File: config.mk
export PLATFORM = sky130hd
export DESIGN_NAME = audio_path_top
export DESIGN_NICKNAME = d
export VERILOG_FILES = /design/src/verilog/audipus_pkg.sv /design/src/verilog/audio_path_top.sv /design/src/verilog/i2s_transmitter.sv /design/src/verilog/gain_stage.sv /design/src/verilog/i2s_receiver.sv /design/src/verilog/spi_register_file.sv
export SDC_FILE = /design/constraint.sdc
export NUM_CORES = 1
export LEC_CHECK = 0
export BUFFER_PORTS_ARGS = -buffer_cell sky130_fd_sc_hd__buf_2
export CORE_MARGIN = 2
export CORE_UTILIZATION = 34
export DETAILED_ROUTE_END_ITERATION = 10
export GPL_ROUTABILITY_DRIVEN = 1
export PLACE_DENSITY = 0.49
export SLEW_MARGIN = 5
export SYNTH_ARGS = -nofsm -noshare
export SYNTH_HDL_FRONTEND = slang
export SYNTH_SLANG_ARGS = --single-unit
File: constraint.sdc
create_clock -name clk -period 5.7 [get_ports clk]
set_input_delay 0.57 -clock clk [delete_from_list [all_inputs] [get_ports clk]]
set_output_delay 0.57 -clock clk [all_outputs]
set_load 0.03 [all_outputs]
File: src/verilog/audipus_pkg.sv
package audipus_pkg;

    ////////////////////////////////////////////////////////////////////////////
    // spi register map
    ////////////////////////////////////////////////////////////////////////////

    // 7-bit addresses as sent in the spi header
    localparam logic [6:0] REG_CONTROL = 7'd0;
    localparam logic [6:0] REG_GAIN_L  = 7'd1;
    localparam logic [6:0] REG_GAIN_R  = 7'd2;
    localparam logic [6:0] REG_STATUS  = 7'd3;

    // control register bits
    localparam int CTRL_ENABLE_BIT = 0;
    localparam int CTRL_MUTE_BIT   = 1;

    // sticky status bits, cleared by writing ones
    localparam int STAT_OVERFLOW_BIT = 0;
    localparam int STAT_UNDERRUN_BIT = 1;

    ////////////////////////////////////////////////////////////////////////////
    // gain format and flow control
    ////////////////////////////////////////////////////////////////////////////

    // unsigned gain with 6 fraction bits, 64 is x1.0
    localparam logic [7:0] GAIN_UNITY = 8'd64;
    localparam int         GAIN_SHIFT = 6;

    // wide enough to count a full frame buffer
    localparam int CREDIT_WIDTH = 3;

endpackage
File: src/verilog/audio_path_top.sv
`timescale 1ns/1ps

module audio_path_top #(
    parameter int SAMPLE_WIDTH = 16,
    parameter int FIFO_DEPTH   = 4,
    parameter int BCLK_DIV     = 4
) (
    input  logic clk,
    input  logic rst,
    input  logic spi_cs_n,
    input  logic spi_clk,
    input  logic spi_mosi,
    output logic spi_miso,
    input  logic pcm_bclk,
    input  logic pcm_lrclk,
    input  logic pcm_data,
    output logic dac_bclk,
    output logic dac_lrclk,
    output logic dac_data
);

    ////////////////////////////////////////////////////////////////////////////
    // internal connections
    ////////////////////////////////////////////////////////////////////////////

    // control from the register file
    logic                    audio_enable;
    logic                    mute;
    logic [7:0]              gain_left;
    logic [7:0]              gain_right;

    // status events back to the register file
    logic                    drop_pulse;
    logic                    underrun_pulse;

    // receiver to gain stage
    logic                    frame_valid;
    logic [SAMPLE_WIDTH-1:0] left_sample;
    logic [SAMPLE_WIDTH-1:0] right_sample;

    // gain stage to transmitter, credit loop
    logic                    out_valid;
    logic [SAMPLE_WIDTH-1:0] out_left;
    logic [SAMPLE_WIDTH-1:0] out_right;
    logic                    credit_return;

    spi_register_file i_spi_register_file (
        .clk            (clk),
        .rst            (rst),
        .spi_cs_n       (spi_cs_n),
        .spi_clk        (spi_clk),
        .spi_mosi       (spi_mosi),
        .spi_miso       (spi_miso),
        .drop_pulse     (drop_pulse),
        .underrun_pulse (underrun_pulse),
        .audio_enable   (audio_enable),
        .mute           (mute),
        .gain_left      (gain_left),
        .gain_right     (gain_right)
    );

    // input side from the receiver chip
    i2s_receiver #(
        .SAMPLE_WIDTH (SAMPLE_WIDTH)
    ) i_i2s_receiver (
        .clk          (clk),
        .rst          (rst),
        .pcm_bclk     (pcm_bclk),
        .pcm_lrclk    (pcm_lrclk),
        .pcm_data     (pcm_data),
        .frame_valid  (frame_valid),
        .left_sample  (left_sample),
        .right_sample (right_sample)
    );

    gain_stage #(
        .SAMPLE_WIDTH (SAMPLE_WIDTH),
        .FIFO_DEPTH   (FIFO_DEPTH)
    ) i_gain_stage (
        .clk           (clk),
        .rst           (rst),
        .frame_valid   (frame_valid),
        .left_sample   (left_sample),
        .right_sample  (right_sample),
        .gain_left     (gain_left),
        .gain_right    (gain_right),
        .mute          (mute),
        .audio_enable  (audio_enable),
        .credit_return (credit_return),
        .out_valid     (out_valid),
        .out_left      (out_left),
        .out_right     (out_right),
        .drop_pulse    (drop_pulse)
    );

    // dac side
    i2s_transmitter #(
        .SAMPLE_WIDTH (SAMPLE_WIDTH),
        .FIFO_DEPTH   (FIFO_DEPTH),
        .BCLK_DIV     (BCLK_DIV)
    ) i_i2s_transmitter (
        .clk            (clk),
        .rst            (rst),
        .audio_enable   (audio_enable),
        .in_valid       (out_valid),
        .in_left        (out_left),
        .in_right       (out_right),
        .credit_return  (credit_return),
        .underrun_pulse (underrun_pulse),
        .dac_bclk       (dac_bclk),
        .dac_lrclk      (dac_lrclk),
        .dac_data       (dac_data)
    );

endmodule

File: src/verilog/i2s_transmitter.sv
`timescale 1ns/1ps

module i2s_transmitter
    import audipus_pkg::*;
#(
    parameter int SAMPLE_WIDTH = 16,
    parameter int FIFO_DEPTH   = 4,
    parameter int BCLK_DIV     = 4
) (
    input  logic                    clk,
    input  logic                    rst,
    input  logic                    audio_enable,
    input  logic                    in_valid,
    input  logic [SAMPLE_WIDTH-1:0] in_left,
    input  logic [SAMPLE_WIDTH-1:0] in_right,
    output logic                    credit_return,
    output logic                    underrun_pulse,
    output logic                    dac_bclk,
    output logic                    dac_lrclk,
    output logic                    dac_data
);

    localparam int FRAME_W = 2 * SAMPLE_WIDTH;
    localparam int PTR_W   = (FIFO_DEPTH > 1) ? $clog2(FIFO_DEPTH) : 1;
    localparam int DIV_W   = $clog2(BCLK_DIV + 1);
    localparam int SLOT_W  = $clog2(FRAME_W);

    // frame buffer, left word in the upper half
    logic [FRAME_W-1:0]      mem [FIFO_DEPTH];
    logic [PTR_W-1:0]        wr_ptr;
    logic [PTR_W-1:0]        rd_ptr;
    logic [CREDIT_WIDTH-1:0] fill;
    logic                    push;
    logic                    pop;

    // bit clock and slot tracking
    logic [DIV_W-1:0]        div_cnt;
    logic                    div_tick;
    logic                    bclk_fall;
    logic                    frame_start;
    logic [SLOT_W-1:0]       slot;
    logic [FRAME_W-1:0]      shift_reg;

    function automatic logic [PTR_W-1:0] next_ptr(input logic [PTR_W-1:0] p);
        return (p == PTR_W'(FIFO_DEPTH - 1)) ? '0 : p + PTR_W'(1);
    endfunction

    assign div_tick    = (div_cnt == DIV_W'(BCLK_DIV - 1));
    assign bclk_fall   = div_tick & dac_bclk;
    assign frame_start = bclk_fall & (slot == '0);
    assign pop         = frame_start & (fill != '0);
    assign push        = in_valid & audio_enable & (fill < CREDIT_WIDTH'(FIFO_DEPTH));

    ////////////////////////////////////////////////////////////////////////////
    // circular buffer
    ////////////////////////////////////////////////////////////////////////////

    always_ff @(posedge clk) begin
        if (push) begin
            mem[wr_ptr] <= {in_left, in_right};
        end
    end

    // disabled output flushes the buffer
    always_ff @(posedge clk) begin
        if (rst || !audio_enable) begin
            wr_ptr <= '0;
            rd_ptr <= '0;
            fill   <= '0;
        end else begin
            if (push) begin
                wr_ptr <= next_ptr(wr_ptr);
            end
            if (pop) begin
                rd_ptr <= next_ptr(rd_ptr);
            end
            fill <= fill + CREDIT_WIDTH'(push) - CREDIT_WIDTH'(pop);
        end
    end

    ////////////////////////////////////////////////////////////////////////////
    // serializer
    ////////////////////////////////////////////////////////////////////////////

    always_ff @(posedge clk) begin
        if (rst || !audio_enable) begin
            div_cnt        <= '0;
            dac_bclk       <= 1'b0;
            dac_lrclk      <= 1'b0;
            dac_data       <= 1'b0;
            slot           <= '0;
            shift_reg      <= '0;
            credit_return  <= 1'b0;
            underrun_pulse <= 1'b0;
        end else begin
            credit_return  <= pop;
            underrun_pulse <= frame_start & ~pop;
            if (div_tick) begin
                div_cnt  <= '0;
                dac_bclk <= ~dac_bclk;
            end else begin
                div_cnt <= div_cnt + DIV_W'(1);
            end
            // data and lrclk move on falling bclk
            if (bclk_fall) begin
                dac_lrclk <= (slot >= SLOT_W'(SAMPLE_WIDTH));
                // slot 0 still carries the previous right lsb
                dac_data  <= shift_reg[FRAME_W-1];
                slot      <= (slot == SLOT_W'(FRAME_W - 1)) ? '0 : slot + SLOT_W'(1);
                if (frame_start) begin
                    // empty buffer sends a silent frame
                    shift_reg <= pop ? mem[rd_ptr] : '0;
                end else begin
                    shift_reg <= {shift_reg[FRAME_W-2:0], 1'b0};
                end
            end
        end
    end

endmodule

File: src/verilog/gain_stage.sv
`timescale 1ns/1ps

module gain_stage
    import audipus_pkg::*;
#(
    parameter int SAMPLE_WIDTH = 16,
    parameter int FIFO_DEPTH   = 4
) (
    input  logic                    clk,
    input  logic                    rst,
    input  logic                    frame_valid,
    input  logic [SAMPLE_WIDTH-1:0] left_sample,
    input  logic [SAMPLE_WIDTH-1:0] right_sample,
    input  logic [7:0]              gain_left,
    input  logic [7:0]              gain_right,
    input  logic                    mute,
    input  logic                    audio_enable,
    input  logic                    credit_return,
    output logic                    out_valid,
    output logic [SAMPLE_WIDTH-1:0] out_left,
    output logic [SAMPLE_WIDTH-1:0] out_right,
    output logic                    drop_pulse
);

    // signed sample times zero-extended 9-bit gain
    localparam int PROD_W = SAMPLE_WIDTH + 9;

    logic [CREDIT_WIDTH-1:0]  credits;
    logic                     admit;
    logic                     s1_valid;
    logic signed [PROD_W-1:0] s1_left;
    logic signed [PROD_W-1:0] s1_right;

    // drop the fraction bits, then clamp to the sample range
    function automatic logic [SAMPLE_WIDTH-1:0] saturate(input logic signed [PROD_W-1:0] p);
        logic signed [PROD_W-1:0]      s;
        logic [PROD_W-SAMPLE_WIDTH:0]  top;
        s   = p >>> GAIN_SHIFT;
        top = s[PROD_W-1:SAMPLE_WIDTH-1];
        // all sign copies equal, value fits
        if (&top || ~|top) begin
            return s[SAMPLE_WIDTH-1:0];
        end
        if (s[PROD_W-1]) begin
            return {1'b1, {(SAMPLE_WIDTH-1){1'b0}}};
        end
        return {1'b0, {(SAMPLE_WIDTH-1){1'b1}}};
    endfunction

    ////////////////////////////////////////////////////////////////////////////
    // credits
    ////////////////////////////////////////////////////////////////////////////

    // credit is reserved on entry, so frames in flight count as spent
    assign admit = frame_valid & audio_enable & (credits != '0);

    always_ff @(posedge clk) begin
        if (rst || !audio_enable) begin
            credits <= CREDIT_WIDTH'(FIFO_DEPTH);
        end else begin
            credits <= credits - CREDIT_WIDTH'(admit) + CREDIT_WIDTH'(credit_return);
        end
    end

    always_ff @(posedge clk) begin
        if (rst) begin
            drop_pulse <= 1'b0;
        end else begin
            drop_pulse <= frame_valid & audio_enable & (credits == '0);
        end
    end

    ////////////////////////////////////////////////////////////////////////////
    // two-stage datapath
    ////////////////////////////////////////////////////////////////////////////

    always_ff @(posedge clk) begin
        if (rst || !audio_enable) begin
            s1_valid  <= 1'b0;
            out_valid <= 1'b0;
        end else begin
            s1_valid  <= admit;
            out_valid <= s1_valid;
        end
    end

    // stage 1, multiply
    always_ff @(posedge clk) begin
        if (admit) begin
            s1_left  <= $signed(left_sample) * $signed({1'b0, gain_left});
            s1_right <= $signed(right_sample) * $signed({1'b0, gain_right});
        end
    end

    // stage 2, shift and clamp, mute forces silence
    always_ff @(posedge clk) begin
        if (s1_valid) begin
            out_left  <= mute ? '0 : saturate(s1_left);
            out_right <= mute ? '0 : saturate(s1_right);
        end
    end

endmodule

File: src/verilog/i2s_receiver.sv
`timescale 1ns/1ps

module i2s_receiver #(
    parameter int SAMPLE_WIDTH = 16
) (
    input  logic                    clk,
    input  logic                    rst,
    input  logic                    pcm_bclk,
    input  logic                    pcm_lrclk,
    input  logic                    pcm_data,
    output logic                    frame_valid,
    output logic [SAMPLE_WIDTH-1:0] left_sample,
    output logic [SAMPLE_WIDTH-1:0] right_sample
);

    localparam int CNT_W = $clog2(SAMPLE_WIDTH + 1);

    // two sync flops plus history for bclk and lrclk
    logic [2:0]              bclk_sync;
    logic [2:0]              lrclk_sync;
    logic [1:0]              data_sync;
    logic                    bclk_rise;
    logic                    lr_edge;
    logic                    data_bit;

    // 0 marks the delay slot, 1..SAMPLE_WIDTH-1 shift msb down to bit 1
    logic [CNT_W-1:0]        bit_cnt;
    logic [SAMPLE_WIDTH-2:0] shift_reg;
    logic [SAMPLE_WIDTH-1:0] word;
    logic [SAMPLE_WIDTH-1:0] left_hold;
    logic                    have_left;

    always_ff @(posedge clk) begin
        if (rst) begin
            bclk_sync  <= 3'b000;
            lrclk_sync <= 3'b000;
            data_sync  <= 2'b00;
        end else begin
            bclk_sync  <= {bclk_sync[1:0], pcm_bclk};
            lrclk_sync <= {lrclk_sync[1:0], pcm_lrclk};
            data_sync  <= {data_sync[0], pcm_data};
        end
    end

    assign bclk_rise = bclk_sync[1] & ~bclk_sync[2];
    assign lr_edge   = lrclk_sync[1] ^ lrclk_sync[2];
    assign data_bit  = data_sync[1];

    // lsb rides the line as lrclk flips, so the word closes on the edge
    assign word = {shift_reg, data_bit};

    always_ff @(posedge clk) begin
        if (rst) begin
            bit_cnt     <= '0;
            have_left   <= 1'b0;
            frame_valid <= 1'b0;
        end else begin
            frame_valid <= 1'b0;
            if (lr_edge) begin
                bit_cnt <= '0;
                if (!lrclk_sync[2]) begin
                    // low to high, left channel just ended
                    have_left <= 1'b1;
                end else if (have_left) begin
                    have_left   <= 1'b0;
                    frame_valid <= 1'b1;
                end
            end else if (bclk_rise) begin
                if (bit_cnt == '0) begin
                    bit_cnt <= CNT_W'(1);
                end else if (bit_cnt < CNT_W'(SAMPLE_WIDTH)) begin
                    bit_cnt <= bit_cnt + CNT_W'(1);
                end
            end
        end
    end

    // sample payload
    always_ff @(posedge clk) begin
        if (!lr_edge && bclk_rise && bit_cnt != '0 && bit_cnt < CNT_W'(SAMPLE_WIDTH)) begin
            shift_reg <= {shift_reg[SAMPLE_WIDTH-3:0], data_bit};
        end
        if (lr_edge && !lrclk_sync[2]) begin
            left_hold <= word;
        end
        if (lr_edge && lrclk_sync[2] && have_left) begin
            left_sample  <= left_hold;
            right_sample <= word;
        end
    end

endmodule

File: src/verilog/spi_register_file.sv
`timescale 1ns/1ps

module spi_register_file
    import audipus_pkg::*;
(
    input  logic       clk,
    input  logic       rst,
    input  logic       spi_cs_n,
    input  logic       spi_clk,
    input  logic       spi_mosi,
    output logic       spi_miso,
    input  logic       drop_pulse,
    input  logic       underrun_pulse,
    output logic       audio_enable,
    output logic       mute,
    output logic [7:0] gain_left,
    output logic [7:0] gain_right
);

    // pin synchronizers, sclk keeps one extra flop for edge detect
    logic [1:0] cs_sync;
    logic [2:0] sclk_sync;
    logic [1:0] mosi_sync;
    logic       cs_active;
    logic       sclk_rise;
    logic       sclk_fall;
    logic       mosi_bit;

    // frame state
    logic [3:0] bit_cnt;
    logic [6:0] shift_in;
    logic       wr_flag;
    logic [6:0] addr;
    logic [6:0] hdr_addr;
    logic [7:0] wr_data;
    logic [7:0] rd_data;
    logic [7:0] miso_shift;
    logic       wr_commit;
    logic [1:0] stat_clr;

    // register storage
    logic [7:0] ctrl_reg;
    logic [1:0] stat_reg;

    always_ff @(posedge clk) begin
        if (rst) begin
            cs_sync   <= 2'b11;
            sclk_sync <= 3'b000;
            mosi_sync <= 2'b00;
        end else begin
            cs_sync   <= {cs_sync[0], spi_cs_n};
            sclk_sync <= {sclk_sync[1:0], spi_clk};
            mosi_sync <= {mosi_sync[0], spi_mosi};
        end
    end

    assign cs_active = ~cs_sync[1];
    assign sclk_rise = sclk_sync[1] & ~sclk_sync[2];
    assign sclk_fall = ~sclk_sync[1] & sclk_sync[2];
    assign mosi_bit  = mosi_sync[1];

    // header byte completes on the 8th rising edge, data byte on the 16th
    assign hdr_addr  = {shift_in[5:0], mosi_bit};
    assign wr_data   = {shift_in, mosi_bit};
    assign wr_commit = cs_active & sclk_rise & (bit_cnt == 4'd15) & wr_flag;
    assign stat_clr  = (wr_commit && addr == REG_STATUS) ? wr_data[1:0] : 2'b00;

    // read mux, indexed by the address still in the shifter
    always_comb begin
        case (hdr_addr)
            REG_CONTROL: rd_data = ctrl_reg;
            REG_GAIN_L:  rd_data = gain_left;
            REG_GAIN_R:  rd_data = gain_right;
            REG_STATUS:  rd_data = {6'b000000, stat_reg};
            default:     rd_data = 8'h00;
        endcase
    end

    ////////////////////////////////////////////////////////////////////////////
    // mode 0 shifter
    ////////////////////////////////////////////////////////////////////////////

    always_ff @(posedge clk) begin
        if (rst || !cs_active) begin
            bit_cnt    <= 4'd0;
            shift_in   <= 7'd0;
            wr_flag    <= 1'b0;
            addr       <= 7'd0;
            miso_shift <= 8'h00;
        end else if (sclk_rise) begin
            bit_cnt  <= bit_cnt + 4'd1;
            shift_in <= {shift_in[5:0], mosi_bit};
            if (bit_cnt == 4'd7) begin
                // rw flag is the first bit of the frame
                wr_flag    <= shift_in[6];
                addr       <= hdr_addr;
                miso_shift <= rd_data;
            end
        end else if (sclk_fall && bit_cnt > 4'd8) begin
            // next read bit, msb already sits on miso
            miso_shift <= {miso_shift[6:0], 1'b0};
        end
    end

    assign spi_miso = cs_active & miso_shift[7];

    ////////////////////////////////////////////////////////////////////////////
    // registers
    ////////////////////////////////////////////////////////////////////////////

    always_ff @(posedge clk) begin
        if (rst) begin
            ctrl_reg   <= 8'h00;
            gain_left  <= GAIN_UNITY;
            gain_right <= GAIN_UNITY;
            stat_reg   <= 2'b00;
        end else begin
            if (wr_commit) begin
                case (addr)
                    REG_CONTROL: ctrl_reg   <= wr_data;
                    REG_GAIN_L:  gain_left  <= wr_data;
                    REG_GAIN_R:  gain_right <= wr_data;
                    default:     ;
                endcase
            end
            // a new event wins over a clear in the same cycle
            stat_reg[STAT_OVERFLOW_BIT] <= (stat_reg[STAT_OVERFLOW_BIT]
                                            & ~stat_clr[STAT_OVERFLOW_BIT]) | drop_pulse;
            stat_reg[STAT_UNDERRUN_BIT] <= (stat_reg[STAT_UNDERRUN_BIT]
                                            & ~stat_clr[STAT_UNDERRUN_BIT]) | underrun_pulse;
        end
    end

    assign audio_enable = ctrl_reg[CTRL_ENABLE_BIT];
    assign mute         = ctrl_reg[CTRL_MUTE_BIT];

endmodule

# --- Word-level counts from Yosys, hierarchy flattened ---
# Memories as Yosys holds them, arrays and structs flattened. A register that Yosys moved wholly into a read port is not among the register bits.
# Index checks and enable logic that the tools add are counted.
classes:
  n_addsub: 10
  n_mul: 2
  n_lt_le_gt_ge: 4
  n_eq_ne: 13
  mux: 36
  bitwise: 31
  n_reduce_logical: 40
ops:
  columns: ["op", "n"]
  rows:
  - ["16-bit two-way mux", 8]
  - ["32-bit two-way mux", 2]
  - ["16-bit by 9-bit multiplier with 25-bit output", 2]
  - ["8-bit one-hot mux with 4 select lines", 1]
  - ["7-bit by 2-bit == test with 1-bit output (second input constant)", 4]
  - ["8-bit two-way mux", 3]
  - ["1-bit bitwise AND", 18]
  - ["5-bit two-way mux", 3]
  - ["7-bit by 1-bit == test with 1-bit output (second input constant)", 2]
  - ["7-bit logical NOT", 2]
  - ["1-bit two-way mux", 14]
  - ["2-bit AND reduction", 6]
  - ["5-bit by 1-bit adder with 5-bit output (second input constant)", 2]
  - ["5-bit logical NOT", 2]
  - ["2-bit two-way mux", 5]
  - ["1-bit inverter", 10]
  - ["1-bit logical AND", 8]
  - ["4-bit AND reduction", 2]
  - ["4-bit OR reduction", 2]
  - ["3-bit by 1-bit adder with 3-bit output", 2]
  - ["3-bit nonzero test", 2]
  - ["3-bit by 1-bit subtractor with 3-bit output", 2]
  - ["5-bit == test (second input constant)", 1]
  - ["5-bit >= comparator (second input constant)", 1]
  - ["other kinds (20)", 32]
word_totals:
  ff_bits: 278
  mem_bits_rw: 128
  output_inout_bits: 4
  elab_cells: 178
  n_memories: 1
mem_list:
  columns: ["name", "depth", "word_bits", "rd", "rd_clocked_by_memory_dff", "write_ports", "line", "source"]
  rows:
  - ["i_i2s_transmitter.mem", 4, 32, 1, 1, 1, "i2s_transmitter.sv:29", "logic [FRAME_W-1:0] mem [FIFO_DEPTH];"]

# --- Depth between registers and ports, before layout ---
depth:
  word_depth: 10
  ltp_mapped: 19

# --- Cells and area by module ---
# From an unflattened synthesis, not the netlist that was laid out.
hier_totals:
  hier_cells: 2067
  area_unflattened_um2: 23759.0
modules_own_cells:
  columns: ["mod", "n_inst", "cells_per_inst", "area_each_um2"]
  rows:
  - ["gain_stage", 1, 1221, 11667.4]
  - ["i2s_transmitter", 1, 460, 7069.3]
  - ["spi_register_file", 1, 264, 2561.2]
  - ["i2s_receiver", 1, 122, 2461.1]

# --- Worst setup path before layout ---
# OpenSTA, ideal clock, no wires.
synth_path:
  path_type: "register to register"
  from: "register i_spi_register_file.gain_left[2]"
  to: "register i_gain_stage.s1_left[24] (data pin)"
  setup_time_ps: 260
  arrival_time_ps: 4590
  required_ps: 5440
  setup_slack_ps: 850
  path_stages_with_launch: 19
  path_buffers: 2
  cell_sequence: "dfxtp_1 > clkbuf_1 > clkbuf_1 > nand2_1 > fa_1 > inv_1 > fa_1 > fa_1 > inv_1 > fa_1 > inv_1 > ha_1 > nand4_1 > a21o_1 > o211a_1 > o221a_2 > o21ai_0 > a31oi_1 > xnor2_1"
synth_between:
  elab_chain_len: 1
synth_lines:
  columns: ["element", "line", "source"]
  rows:
  - ["start, declared", "spi_register_file.sv:16", "output logic [7:0] gain_left,"]
  - ["start signal, assigned", "spi_register_file.sv:121", "REG_GAIN_L: gain_left <= wr_data;"]
  - ["16-bit by 9-bit multiplier with 25-bit output", "gain_stage.sv:90", "s1_left <= $signed(left_sample) * $signed({1'b0, gain_left});"]
  - ["end signal, assigned", "gain_stage.sv:90", null]
  - ["end, declared", "gain_stage.sv:31", "logic signed [PROD_W-1:0] s1_left;"]
# Every way passes these cells.
# A chain may end at the register's enable or synchronous reset.

# --- Final worst setup path ---
layout_path:
  from: "register i_spi_register_file.gain_right[0]"
  to: "register i_gain_stage.s1_right[20] (data pin)"
layout_between:
  elab_chain_len: 1
layout_lines:
  columns: ["element", "line", "source"]
  rows:
  - ["start, declared", "spi_register_file.sv:17", "output logic [7:0] gain_right"]
  - ["start signal, assigned", "spi_register_file.sv:122", "REG_GAIN_R: gain_right <= wr_data;"]
  - ["16-bit by 9-bit multiplier with 25-bit output", "gain_stage.sv:91", "s1_right <= $signed(right_sample) * $signed({1'b0, gain_right});"]
  - ["end signal, assigned", "gain_stage.sv:91", null]
  - ["end, declared", "gain_stage.sv:32", "logic signed [PROD_W-1:0] s1_right;"]
# Every way passes these cells.

==> impl_metrics.toml <==
[run_status]
status = "complete, no violations"

[clock_network]
cts_resized = 0
cts_setup_buffers = 0
clk_latency_ps = 590
hold_buffers = 0
htree_levels = 2
cts_tree = "done"
numCtsBuffers = 45
cts_sinks = 396
clock_path_buffers = 3
path_clk_slew_ps = 60
clockRootBuffer = "clkbuf_16"

[sta]
rsz0062_at_grt = "false"
setup-violations-final = 0
hold_ws_ps = 211
period_share = 0.928
worst_slew_pin_slew_ps = 996
period_minus_slack_ps = 5290
fin_tns_setup_ps = 0
hold_viol = 0
drv_slew = 0
fmax_ghz = 0.189
maxSlewHeadroom = 0.336
finClkSkew_ps = 38.8

[grt]
grt_max_degree = 41
grt_usage = 0.147
antenna_found_initial = 2
overflow = 0
grt_pass1_wl_um = 81900
grt_pass1_vias = 14900

[floorplan]
die_h_um = 266
die-area_sq_um = 71000
rows = 96
start_util = 0.343
pin_count = 12
die_x_um = 266
core_sq_um = 68300

[critical_path]
reg2reg_depth = 16
cp-start-kind = "flop"
critPathKind = "reg -> reg"
cp_max_fo = 17
crit_arrival_ps = 5590
required_ps = 6000
cp-end-kind = "flop"

[yosys]
synth.yosys.seq_area_share = 0.450
ys_ff_latch = 396
synth.top_cell.area_share = 0.335
syn-cell-area_sq_um = 23400
synthArstFlopShare = 0
synth_edf_count = 261
synth_area_leaders = "edfxtp_1 (33%), fa_1 (17%), dfxtp_1 (12%), ha_1 (6.0%), inv_1 (5.0%)"
ys_warn_count = 0
synthCells = 2047
syn_avg_cell_area_sq_um = 11.4
synth_largest_area_cell = "edfxtp_1"
synthFlopType = "edfxtp_1"
synth_cell_types = 58
syn_nets = 2371

[cells_and_area]
fillCellCount = 6554
drive_gt1_frac = 0.0720
nNetsFinal = 2370
largest_reg_flops = 128
antenna_cells = 0
multi_input_area_sq_um = 11400
area_growth_pct = 10.7
seq_area_sq_um = 10500

[routing]
drt-total-wl_um = 50200
dr.first_iter.drc_count = 807
route.vias.total = 14300
firstDrtPassIters = 4
routedWlPerCell_um = 16.9
viasPerCell = 4.82
drc = 0
final_antenna_net_count = 0

[min_path]
hp-class = "in -> reg"
min_path_cells = 2

[placed_design]
gp_congestion = 0.818
place_hpwl_um = 36300
buffer_ports.inserted = 11

[power_and_ir_drop]
power_density_nw_per_um2 = 229
p_leak_nw = 10.3
peakVddDrop_mv = 0.201

[run]
max_cap_violations = 0
[synthesized netlist by cell type (3+ instances only)]
cell type,count
inv_1,314
edfxtp_1,261
nand2_1,225
fa_1,204
and2_1,152
dfxtp_1,135
a21oi_1,128
ha_1,112
clkbuf_1,71
nor2_1,66
o21ai_0,53
mux4_2,34
xnor2_1,33
o221ai_1,31
nor2b_1,24
nor3_1,22
mux2i_1,21
xor2_1,21
a21o_1,16
nand3_1,11
nand4_1,10
a221oi_1,9
buf_2,9
o21a_1,8
nand2b_1,7
o21bai_1,7
and3_1,6
or2_2,6
or3_1,5
a31oi_1,4
and4_1,3
nand3b_1,3
o31ai_1,3
[layout by cell type (no fill, tap or decap), types with 12 or more instances in the layout]
master and instances:
a21o_1 16, a21oi_1 128, and2_1 152, buf_4 23, clkbuf_1 12, clkbuf_16 45
dfxtp_1 134, edfxtp_1 261, fa_1 204, ha_1 112, inv_1 314, mux2i_1 21
mux4_2 34, nand2_1 225, nor2_1 66, nor2b_1 23, nor3_1 21, o21ai_0 53
o221ai_1 31, xnor2_1 33, xor2_1 21
[through the flow]
stage	cells	power, mW	utilization	area (sq um)	worst slack, ps
after global placement	2881	3.14	0.357	24400	477
after CTS	2964	6.04	0.379	25900	361
after global routing	2964	6.16	0.379	25900	37.3
after floorplan	2047	3.13	-	23400	850
final	2964	5.94	0.379	25900	409
after detailed placement	2881	3.14	0.357	24400	385
[final cells by class]
class,count,share of cell area
multi-input combinational,1255,0.439
sequential,396,0.407
clock buffer,60,0.0468
inverter,314,0.0455
tap,882,0.0426
clock inverter,23,0.0102
timing repair buffer,34,0.00879
[logic make-up (layout without fill, tap and decap cells)]
family / after synthesis / in the layout / share of synthesized area
simple gates: 556 / 556 / 0.118
mux: 55 / 55 / 0.0417
compound gates: 274 / 274 / 0.0714
buf+inv: 396 / 431 / 0.0640
flops: 396 / 396 / 0.450
fa+ha+maj: 316 / 316 / 0.234
xor+xnor: 54 / 54 / 0.0202
[worst paths after layout]
path	from	endpoint	slack [ps]
setup / recovery	i_spi_register_file.gain_right[0]$_SDFFE_PP0P_	i_gain_stage.s1_right[20]$_DFFE_PP_	410
hold / removal	pcm_data	i_i2s_receiver.data_sync[0]$_SDFF_PP0_	210
setup reg to reg	i_spi_register_file.gain_right[0]$_SDFFE_PP0P_	i_gain_stage.s1_right[20]$_DFFE_PP_	410
hold reg to reg	i_i2s_receiver.left_hold[15]$_DFFE_PP_	i_i2s_receiver.left_sample[15]$_DFFE_PP_	410
[routing by layer]
| layer | GRT usage | up-vias | share of wire |
|---|---|---|---|
| met4 | 0.0287 | 0 | 0.015 |
| li1 | - | 6801 | - |
| met3 | 0.0254 | 56 | 0.039 |
| met1 | 0.200 | 7224 | 0.46 |
| met2 | 0.246 | 204 | 0.49 |
| met5 | 0 | - | 0 |
[critical path, stage by stage (launching register included)]
cell,delay [ps]
dfxtp_1,750
nand2_1,190
fa_1,580
inv_1,50
fa_1,480
fa_1,540
inv_1,70
fa_1,480
inv_1,40
ha_1,320
a21o_1,200
a21oi_1,120
o21ai_0,110
o21a_1,240
o31ai_1,510
o21bai_1,170
xor2_1,170
[power by group]
part           total, mW  leakage [nW]  internal [mW]  switching, mW
clock               2.86         0.709           1.69           1.17
combinational     0.0368          6.18         0.0121         0.0247
sequential          3.04          3.44           3.04        0.00747
total               5.94          10.3           4.74           1.20
Note: power is estimated with default switching activity, not from simulation.
